==> src/common/exec_defines.svh <==
/*
  Width parameters for the execute stage.
  Include this header wherever a data, sequence-number or
  physical-register width is needed to size a signal.
*/

`ifndef EXEC_DEFINES_SVH
`define EXEC_DEFINES_SVH

// Data and address width
`define EXEC_XLEN 32

// In-flight sequence number, tags every micro-op
`define EXEC_SEQ_NUM_BITS 6

// Physical register index
`define EXEC_PHYS_ADDR_BITS 6

// Architectural register index is fixed by the ISA at 5 bits

`endif

==> src/common/exec_pkg.sv <==
/*
  Shared types of the execute stage.
  Holds the micro-op codes, the operand-3 word with its two
  decodings, and the issue, writeback and squash payloads.
  Modules import it inside their bodies.
*/

`include "exec_defines.svh"

package exec_pkg;

  // ----------------------------------------------------------
  // Micro-op codes
  // ----------------------------------------------------------

  // ALU class first, then control flow
  typedef enum logic [3:0] {
    OP_ADD  = 4'd0,
    OP_SUB  = 4'd1,
    OP_AND  = 4'd2,
    OP_OR   = 4'd3,
    OP_XOR  = 4'd4,
    OP_ADDI = 4'd5,
    OP_JAL  = 4'd6,
    OP_JALR = 4'd7,
    OP_BNE  = 4'd8,
    OP_BEQ  = 4'd9
  } exec_uop_e;

  // ----------------------------------------------------------
  // Operand 3, one word seen two ways
  // ----------------------------------------------------------

  typedef union packed {
    // Full branch offset, control-flow unit
    logic [`EXEC_XLEN-1:0] branch_imm;
    // Low 12 bits as the I-type immediate, ALU
    struct packed {
      logic [`EXEC_XLEN-13:0] unused;
      logic [11:0]            imm12;
    } alu;
  } exec_op3_u;

  // ----------------------------------------------------------
  // Stream payloads
  // ----------------------------------------------------------

  // Micro-op from decode/rename
  typedef struct packed {
    logic [`EXEC_XLEN-1:0]           pc;
    logic [`EXEC_SEQ_NUM_BITS-1:0]   seq_num;
    logic [`EXEC_XLEN-1:0]           op1;
    logic [`EXEC_XLEN-1:0]           op2;
    exec_op3_u                       op3;
    logic [4:0]                      waddr;
    exec_uop_e                       uop;
    logic [`EXEC_PHYS_ADDR_BITS-1:0] preg;
    logic [`EXEC_PHYS_ADDR_BITS-1:0] ppreg;
  } exec_issue_t;

  // Result toward writeback
  typedef struct packed {
    logic [`EXEC_XLEN-1:0]           pc;
    logic [`EXEC_SEQ_NUM_BITS-1:0]   seq_num;
    logic [4:0]                      waddr;
    logic                            wen;
    logic [`EXEC_XLEN-1:0]           wdata;
    logic [`EXEC_PHYS_ADDR_BITS-1:0] preg;
    logic [`EXEC_PHYS_ADDR_BITS-1:0] ppreg;
  } exec_wb_t;

  // Taken-branch notification, no ready
  typedef struct packed {
    logic [`EXEC_XLEN-1:0]         target;
    logic [`EXEC_SEQ_NUM_BITS-1:0] seq_num;
  } exec_squash_t;

endpackage

==> src/execute/alu_unit.sv <==
/*
  Arithmetic/logic execute unit for ADD, SUB, AND, OR, XOR and ADDI.
  Holds one micro-op and computes its result from the held operands.
  Always writes the destination register.
*/

`timescale 1ns/1ns

`include "exec_defines.svh"

module alu_unit (
  input  logic                  clk,
  input  logic                  rst,
  input  logic                  in_val,
  input  exec_pkg::exec_issue_t in,
  output logic                  in_rdy,
  output logic                  out_val,
  input  logic                  out_rdy,
  output exec_pkg::exec_wb_t    out
);

  import exec_pkg::*;

  exec_issue_t           op_q;
  logic                  op_val;
  logic                  in_xfer;
  logic                  out_xfer;
  logic [`EXEC_XLEN-1:0] imm_sext;
  logic [`EXEC_XLEN-1:0] result;

  // ----------------------------------------------------------
  // Holding register
  // ----------------------------------------------------------

  assign in_xfer  = in_val & in_rdy;
  assign out_xfer = out_val & out_rdy;
  assign in_rdy   = out_rdy | ~op_val;
  assign out_val  = op_val;

  always_ff @(posedge clk) begin
    if (rst) begin
      op_val <= 1'b0;
    end else if (in_xfer) begin
      op_val <= 1'b1;
    end else if (out_xfer) begin
      op_val <= 1'b0;
    end
  end

  always_ff @(posedge clk) begin
    if (in_xfer) begin
      op_q <= in;
    end
  end

  // ----------------------------------------------------------
  // Datapath
  // ----------------------------------------------------------

  // I-type immediate, sign extended
  assign imm_sext = {{(`EXEC_XLEN-12){op_q.op3.alu.imm12[11]}}, op_q.op3.alu.imm12};

  always_comb begin
    case (op_q.uop)
      OP_ADD:  result = op_q.op1 + op_q.op2;
      OP_SUB:  result = op_q.op1 - op_q.op2;
      OP_AND:  result = op_q.op1 & op_q.op2;
      OP_OR:   result = op_q.op1 | op_q.op2;
      OP_XOR:  result = op_q.op1 ^ op_q.op2;
      OP_ADDI: result = op_q.op1 + imm_sext;
      default: result = '0;
    endcase
  end

  assign out = '{pc: op_q.pc, seq_num: op_q.seq_num, waddr: op_q.waddr, wen: 1'b1,
                 wdata: result, preg: op_q.preg, ppreg: op_q.ppreg};

  // Dispatch must only route ALU opcodes here
  assert property (@(posedge clk) disable iff (rst)
    out_val |-> op_q.uop inside {OP_ADD, OP_SUB, OP_AND, OP_OR, OP_XOR, OP_ADDI});

endmodule

==> src/execute/control_flow_unit.sv <==
/*
  Control-flow execute unit for JAL, JALR, BNE and BEQ.
  Holds one micro-op. Jumps write the link address pc + 4;
  a taken branch sends a one-cycle squash with target pc + offset.
  Fetch already redirected jumps, so they never squash.
*/

`timescale 1ns/1ns

`include "exec_defines.svh"

module control_flow_unit (
  input  logic                  clk,
  input  logic                  rst,
  input  logic                  in_val,
  input  exec_pkg::exec_issue_t in,
  output logic                  in_rdy,
  output logic                  out_val,
  input  logic                  out_rdy,
  output exec_pkg::exec_wb_t    out,
  output logic                  squash_val,
  output exec_pkg::exec_squash_t squash
);

  import exec_pkg::*;

  localparam logic [`EXEC_XLEN-1:0] link_offset = 4;

  // Held micro-op, offset already pulled out of op3
  typedef struct packed {
    logic [`EXEC_XLEN-1:0]           pc;
    logic [`EXEC_SEQ_NUM_BITS-1:0]   seq_num;
    logic [`EXEC_XLEN-1:0]           op1;
    logic [`EXEC_XLEN-1:0]           op2;
    logic [`EXEC_XLEN-1:0]           imm;
    logic [4:0]                      waddr;
    exec_uop_e                       uop;
    logic [`EXEC_PHYS_ADDR_BITS-1:0] preg;
    logic [`EXEC_PHYS_ADDR_BITS-1:0] ppreg;
  } cf_hold_t;

  cf_hold_t hold;
  logic     hold_val;
  logic     in_xfer;
  logic     out_xfer;
  logic     taken;
  logic     squash_sent;

  // ----------------------------------------------------------
  // Holding register
  // ----------------------------------------------------------

  assign in_xfer  = in_val & in_rdy;
  assign out_xfer = out_val & out_rdy;

  // Accept when empty or when the result leaves this cycle
  assign in_rdy  = out_rdy | ~hold_val;
  assign out_val = hold_val;

  always_ff @(posedge clk) begin
    if (rst) begin
      hold_val <= 1'b0;
    end else if (in_xfer) begin
      hold_val <= 1'b1;
    end else if (out_xfer) begin
      hold_val <= 1'b0;
    end
  end

  always_ff @(posedge clk) begin
    if (in_xfer) begin
      hold <= '{pc: in.pc, seq_num: in.seq_num, op1: in.op1, op2: in.op2,
                imm: in.op3.branch_imm, waddr: in.waddr, uop: in.uop,
                preg: in.preg, ppreg: in.ppreg};
    end
  end

  // ----------------------------------------------------------
  // Branch resolution and squash
  // ----------------------------------------------------------

  always_comb begin
    case (hold.uop)
      OP_BNE:  taken = (hold.op1 != hold.op2);
      OP_BEQ:  taken = (hold.op1 == hold.op2);
      default: taken = 1'b0;
    endcase
  end

  // Cleared by a new acceptance, set one cycle later
  always_ff @(posedge clk) begin
    if (rst) begin
      squash_sent <= 1'b0;
    end else begin
      squash_sent <= ~in_xfer;
    end
  end

  // Pulse only in the first held cycle, regardless of back-pressure
  assign squash_val     = hold_val & taken & ~squash_sent;
  assign squash.target  = hold.pc + hold.imm;
  assign squash.seq_num = hold.seq_num;

  // ----------------------------------------------------------
  // Writeback payload
  // ----------------------------------------------------------

  // Link write for jumps only
  assign out.wen     = (hold.uop == OP_JAL) | (hold.uop == OP_JALR);
  assign out.wdata   = hold.pc + link_offset;
  assign out.pc      = hold.pc;
  assign out.seq_num = hold.seq_num;
  assign out.waddr   = hold.waddr;
  assign out.preg    = hold.preg;
  assign out.ppreg   = hold.ppreg;

  // One squash per branch, unless the next op is accepted meanwhile
  assert property (@(posedge clk) disable iff (rst)
    squash_val && !in_xfer |=> !squash_val);

  // A result only exists after an acceptance or while still held
  assert property (@(posedge clk) disable iff (rst)
    out_val |-> $past(in_xfer) || $past(out_val));

endmodule

==> src/execute/exec_dispatch.sv <==
/*
  Steers each issued micro-op to the ALU or the control-flow unit.
  Purely combinational. The payload is shared by both units and only
  the valid of the selected unit is raised; issue ready follows the
  ready of that unit.
*/

`timescale 1ns/1ns

module exec_dispatch (
  input  logic                 issue_val,
  input  exec_pkg::exec_issue_t issue,
  input  logic                 alu_rdy,
  input  logic                 cf_rdy,
  output logic                 issue_rdy,
  output logic                 alu_val,
  output logic                 cf_val,
  output exec_pkg::exec_issue_t op
);

  import exec_pkg::*;

  logic is_alu;
  logic is_cf;

  // ----------------------------------------------------------
  // Opcode class
  // ----------------------------------------------------------

  always_comb begin
    is_alu = 1'b0;
    is_cf  = 1'b0;
    case (issue.uop)
      OP_ADD, OP_SUB, OP_AND, OP_OR, OP_XOR, OP_ADDI: is_alu = 1'b1;
      OP_JAL, OP_JALR, OP_BNE, OP_BEQ:                is_cf  = 1'b1;
      default: begin
        is_alu = 1'b0;
        is_cf  = 1'b0;
      end
    endcase
  end

  // ----------------------------------------------------------
  // Steering
  // ----------------------------------------------------------

  assign alu_val = issue_val & is_alu;
  assign cf_val  = issue_val & is_cf;

  // Ready of whichever unit the opcode selects
  assign issue_rdy = is_cf ? cf_rdy : alu_rdy;

  // Both units see the same payload
  assign op = issue;

  // Decode must hit exactly one unit or the op is lost
  always_comb begin
    if (issue_val) begin
      assert (is_alu ^ is_cf)
        else $error("issued uop %0d belongs to no execute unit", issue.uop);
    end
  end

endmodule

==> src/execute/writeback_arbiter.sv <==
/*
  Merges the ALU and control-flow result streams onto one
  writeback port. Round-robin when both are valid; the
  last-granted pointer moves only on a writeback transfer.
*/

`timescale 1ns/1ns

module writeback_arbiter (
  input  logic               clk,
  input  logic               rst,
  input  logic               alu_val,
  output logic               alu_rdy,
  input  exec_pkg::exec_wb_t alu_wb,
  input  logic               cf_val,
  output logic               cf_rdy,
  input  exec_pkg::exec_wb_t cf_wb,
  output logic               wb_val,
  input  logic               wb_rdy,
  output exec_pkg::exec_wb_t wb
);

  import exec_pkg::*;

  logic last_cf;
  logic grant_alu;
  logic grant_cf;

  // ----------------------------------------------------------
  // Grant
  // ----------------------------------------------------------

  // Control flow wins if alone, or if the ALU went last
  assign grant_cf  = cf_val & (~alu_val | ~last_cf);
  assign grant_alu = alu_val & ~grant_cf;

  assign wb_val  = alu_val | cf_val;
  assign alu_rdy = grant_alu & wb_rdy;
  assign cf_rdy  = grant_cf & wb_rdy;

  always_comb begin
    if (grant_cf) begin
      wb = cf_wb;
    end else begin
      wb = alu_wb;
    end
  end

  // ----------------------------------------------------------
  // Last-granted pointer
  // ----------------------------------------------------------

  always_ff @(posedge clk) begin
    if (rst) begin
      last_cf <= 1'b0;
    end else if (wb_val && wb_rdy) begin
      last_cf <= grant_cf;
    end
  end

  // Only one unit may see ready
  assert property (@(posedge clk) disable iff (rst) !(alu_rdy && cf_rdy));

  // A waiting control-flow result goes next after an ALU transfer
  assert property (@(posedge clk) disable iff (rst)
    alu_val && cf_val && alu_rdy |=> grant_cf);

endmodule

==> src/execute_top.sv <==
/*
  Execute stage top level.
  Issue enters dispatch, goes to the ALU or the control-flow unit,
  and both results meet again in the writeback arbiter. Squash
  leaves straight from the control-flow unit.
*/

`timescale 1ns/1ns

module execute_top (
  input  logic                   clk,
  input  logic                   rst,
  input  logic                   issue_val,
  output logic                   issue_rdy,
  input  exec_pkg::exec_issue_t  issue,
  output logic                   wb_val,
  input  logic                   wb_rdy,
  output exec_pkg::exec_wb_t     wb,
  output logic                   squash_val,
  output exec_pkg::exec_squash_t squash
);

  import exec_pkg::*;

  // Dispatch to units
  exec_issue_t disp_op;
  logic        alu_in_val;
  logic        alu_in_rdy;
  logic        cf_in_val;
  logic        cf_in_rdy;

  // Units to arbiter
  exec_wb_t    alu_out;
  logic        alu_out_val;
  logic        alu_out_rdy;
  exec_wb_t    cf_out;
  logic        cf_out_val;
  logic        cf_out_rdy;

  exec_dispatch u_dispatch (.issue_val(issue_val), .issue(issue), .alu_rdy(alu_in_rdy),
    .cf_rdy(cf_in_rdy), .issue_rdy(issue_rdy), .alu_val(alu_in_val), .cf_val(cf_in_val),
    .op(disp_op));

  alu_unit u_alu (.clk(clk), .rst(rst), .in_val(alu_in_val), .in(disp_op),
    .in_rdy(alu_in_rdy), .out_val(alu_out_val), .out_rdy(alu_out_rdy), .out(alu_out));

  control_flow_unit u_cf (.clk(clk), .rst(rst), .in_val(cf_in_val), .in(disp_op),
    .in_rdy(cf_in_rdy), .out_val(cf_out_val), .out_rdy(cf_out_rdy), .out(cf_out),
    .squash_val(squash_val), .squash(squash));

  writeback_arbiter u_arb (.clk(clk), .rst(rst), .alu_val(alu_out_val),
    .alu_rdy(alu_out_rdy), .alu_wb(alu_out), .cf_val(cf_out_val), .cf_rdy(cf_out_rdy),
    .cf_wb(cf_out), .wb_val(wb_val), .wb_rdy(wb_rdy), .wb(wb));

endmodule

==> config.mk <==
export PLATFORM = sky130hd
export DESIGN_NAME = execute_top
export DESIGN_NICKNAME = d
export VERILOG_FILES = /design/src/common/exec_pkg.sv /design/src/execute/alu_unit.sv /design/src/execute/control_flow_unit.sv /design/src/execute/exec_dispatch.sv /design/src/execute/writeback_arbiter.sv /design/src/execute_top.sv
export VERILOG_INCLUDE_DIRS = /design/src /design/src/common
export SDC_FILE = /design/constraint.sdc
export NUM_CORES = 1
export LEC_CHECK = 0
export BUFFER_PORTS_ARGS = -buffer_cell sky130_fd_sc_hd__clkbuf_2
export CELL_PAD_IN_SITES_DETAIL_PLACEMENT = 1
export CELL_PAD_IN_SITES_GLOBAL_PLACEMENT = 1
export CORE_MARGIN = 2
export CORE_UTILIZATION = 30
export CTS_BUF_LIST = sky130_fd_sc_hd__clkbuf_16
export CTS_CLUSTER_SIZE = 16
export DETAILED_ROUTE_END_ITERATION = 8
export GPL_TIMING_DRIVEN = 1
export PLACE_DENSITY_LB_ADDON = 0.1
export SYNTH_ARGS = -nofsm -noshare
export SYNTH_HDL_FRONTEND = slang
export SYNTH_HIERARCHICAL = 1
export SYNTH_SLANG_ARGS = --single-unit
==> constraint.sdc <==
create_clock -name clk -period 9.2 [get_ports clk]
set_input_delay 1.84 -clock clk [delete_from_list [all_inputs] [get_ports clk]]
set_output_delay 1.84 -clock clk [all_outputs]
set_load 0.05 [all_outputs]
==> results.cfg <==
[status]
outcome = complete, no violations

[route]
vias = 12490
routed_wl_mm = 58.95
ant_nets = 0
drt-initial-drc-count = 703
dr.pass1.iters = 5
routed_via_density = 4.818
wl_per_cell_um = 22.74
route.detailed.drc = 0

[finish]
utilization_pct = 32.55
drive_above_1_share_pct = 26.88
area_growth_pct = 7.368
layout.nets = 2012
fillCellCount = 6980
regArea_um2 = 8788
finalNonFillerCells = 2592
multi_input_area_um2 = 7682

[worst_setup_path]
cp.required_ns = 7.36
critPathLaunchType = flop
cpMaxStageDelayCell = nor2_1
critPathMaxFanout = 37
worstPathArrival_ns = 5.73
endpoint_kind = output pin
crit_chain = buf_4, inv_1, nor2_1, o21ai_0, ha_1, inv_1, fa_1, nand2b_1, a21oi_2, or4_4, a221o_2, a221oi_4, o21ai_2, o21ai_2, mux2_1, o221ai_1, mux2_2, clkbuf_2
slowest_delay_ns = 0.52
path_class = flop to output pin

[clock_network]
cts_sinks = 294
postCtsHoldBufs = 0
cts.clk_slew.worst_paths_ns = 0.06
cts.root.buffer_cell = clkbuf_16
post_cts_buffers = 0
clockBufferDepth = 3
htreeDepth = 2
cts_made_buffers = 36
cts_tree = yes
clk_latency_ns = 0.55
ctsResizeCount = 0

[timing]
finalCriticalPeriod_ns = 7.574
tightest_slew_ns = 1.290
finalSetupTns_ns = 0
rsz0062_at_grt = no
clock_skew_ns = 0.01404
finalMaxSlewViolations = 0
fmax_mhz = 132.0
post-route-period-util_pct = 82.33
finalHoldViolations = 0
relSlewSlack_pct = 13.21
setup_viol = 0

[synthesis]
yosys_warnings = 6
syn_area_per_cell_um2 = 11.21
ys_seq_area_share_pct = 46.04
synthesis.instances = 1703
synthAdderAreaFrac_pct = 8.993
synth_top_family_by_area = buffers and inverters
synthXorXnorAreaFrac_pct = 5.277
yosys.area_share.simple_pct = 8.049
synthFlopType = edfxtp_1
synth-seq-cells = 294
synth_nets = 1998
synth_edf_count = 290
synth-compound-area-share_pct = 11.90
synth.area.mux_share_pct = 5.847
synth_area_um2 = 19090
ys_types = 86
ys_async_sr_fraction_pct = 0

[global_routing]
grt_pass1_vias = 12940
grt-ovfl-total = 0
grt_max_degree = 62
antenna_found_initial = 2
grt_pass1_wl_mm = 86.51
grtUsageTotal_pct = 17.59

[power]
p_sw_mw = 1.064
clkPwrFrac_pct = 38.2
comb_power_share_pct = 17.9
vdd_drop_max_mv = 0.1125
leakagePower_nw = 8.230
p_int_mw = 2.516
p_sw_share_pct = 29.73
seq_power_share_pct = 44.0
powerDensity_nw_per_um2 = 174.7

[floorplanning]
rows = 92
dieArea_um2 = 65660
die_w_um = 256.2
fp.coreArea_um2 = 62970
io_pins = 288
die_h_um = 256.2
start_util_pct = 30.32

[placement]
place.gp.congestion = 0.8262
hpwl_mm = 45.89
io_buffers = 287
place_inst = 2525

[run]
max-cap-violations = 0

[worst_hold_path]
min_path_type = flop to flop
cell usage after synthesis (all sizes together), types with 13 or more instances:
library cell,instances,area share (%)
a21o,35,1.4
a21oi,91,2.4
a221oi,30,1.5
a31oi,14,0.46
and3,19,0.62
buf,287,11
clkbuf,36,0.88
edfxtp,290,46
ha,134,8.8
inv,83,1.6
mux2,89,5.4
nand2,55,1.1
nand3,39,1.0
nand4,17,0.56
nor2,95,1.9
nor3,29,0.79
nor4,13,0.54
o21ai,84,2.3
xnor2,52,2.4
xor2,63,2.9
layout make-up:
type                       instances  area share (%)
inverter                          83           1.520
antenna                            1         0.01221
clock inverter                    29          0.9341
timing repair buffer             300           7.485
multi-input combinational       1002           37.48
clock buffer                      37           4.518
tap                              846           5.165
sequential                       294           42.88
per-stage QoR:
stage          instance area, µm²  power [mW]  setup WS [ns]  hold WS [ns]
3_5_place_dp                19370       2.249          2.174        0.5970
6_report                    20490       3.580          1.626        0.5934
4_1_cts                     20490       3.652          1.572        0.6104
5_1_grt                     20490       3.736          1.213        0.6361
3_3_place_gp                19370       2.247          2.282        0.5784
2_1_floorplan               19090       2.111          2.891        0.4916
sequential cells by signal, indices dropped and copies added, names as in the netlist:
name,count
u_alu/imm_sext,12
u_alu/op_q,68
u_alu/out,55
u_alu/out_val,1
u_arb/last_cf,1
u_cf/hold,100
u_cf/out,55
u_cf/out_val,1
u_cf/squash_sent,1
cells in the final DEF (no fill, tap or decap), types with 6 or more instances in the layout:
master / instances
a211o_1: 6
mux2i_1: 8
a31oi_1: 14
o21ai_0: 70
a221oi_1: 28
xor2_1: 63
o211ai_1: 7
mux2_4: 9
nor3_1: 27
buf_4: 13
clkbuf_16: 37
o22ai_1: 10
o21ai_1: 11
nand4_1: 17
and2_1: 7
a211oi_1: 10
nand2_1: 55
a21o_1: 32
nor4_1: 11
nor2_1: 94
edfxtp_1: 290
nand2b_1: 10
inv_1: 90
xnor2_1: 52
clkbuf_2: 287
o31ai_1: 7
nor2b_1: 6
ha_1: 134
clkinv_1: 10
o21a_1: 6
nand3_1: 38
and3_1: 19
mux2_2: 79
a21oi_1: 90
power by group through the flow:
stage          logic (mW)  clock network [mW]  registers, mW
3_3_place_gp        0.646                   0           1.60
2_1_floorplan       0.520                   0           1.59
3_5_place_dp        0.646                   0           1.60
6_report            0.640                1.37           1.57
4_1_cts             0.649                1.43           1.58
5_1_grt             0.689                1.47           1.58
worst max-delay path, delay by kind of cell, from the launching register on:
kind	cells	cell delay [ns]
mux	2	0.54
simple gates	3	1.16
flops	1	0.32
fa+ha+maj	2	0.45
compound gates	7	1.54
buf+inv	4	1.11
cell families (layout without fill, tap and decap cells):
kind of cell / after synthesis / in the layout
multiplexers: 97 / 97
other: 1 / 2
AND/OR/NAND/NOR: 310 / 310
buffers and inverters: 407 / 449
flip-flops: 294 / 294
AO/OA/AOI/OAI: 343 / 343
adder cells (fa/ha/maj): 136 / 136
XOR/XNOR: 115 / 115
routing by layer:
metal	global-route usage (%)	wire length (µm)	vias up
li1	-	-	5975
met1	23.29	26920	6205
met2	29.50	28220	241
met3	3.658	2723	62
met4	3.866	1055	4
met5	0	23	-
worst paths after layout:
check,from,endpoint,slack (ns),cells past startpoint
worst max register to register,u_cf/out_val,u_cf/hold[30],6.39,5
worst max-delay path,u_alu/op_q[14],wb[36],1.63,18
worst min register to register,u_cf/out_val,u_arb/last_cf,0.59,2
worst min-delay path,u_cf/out_val,u_arb/last_cf,0.59,2
(Power assumes the default switching activity.)
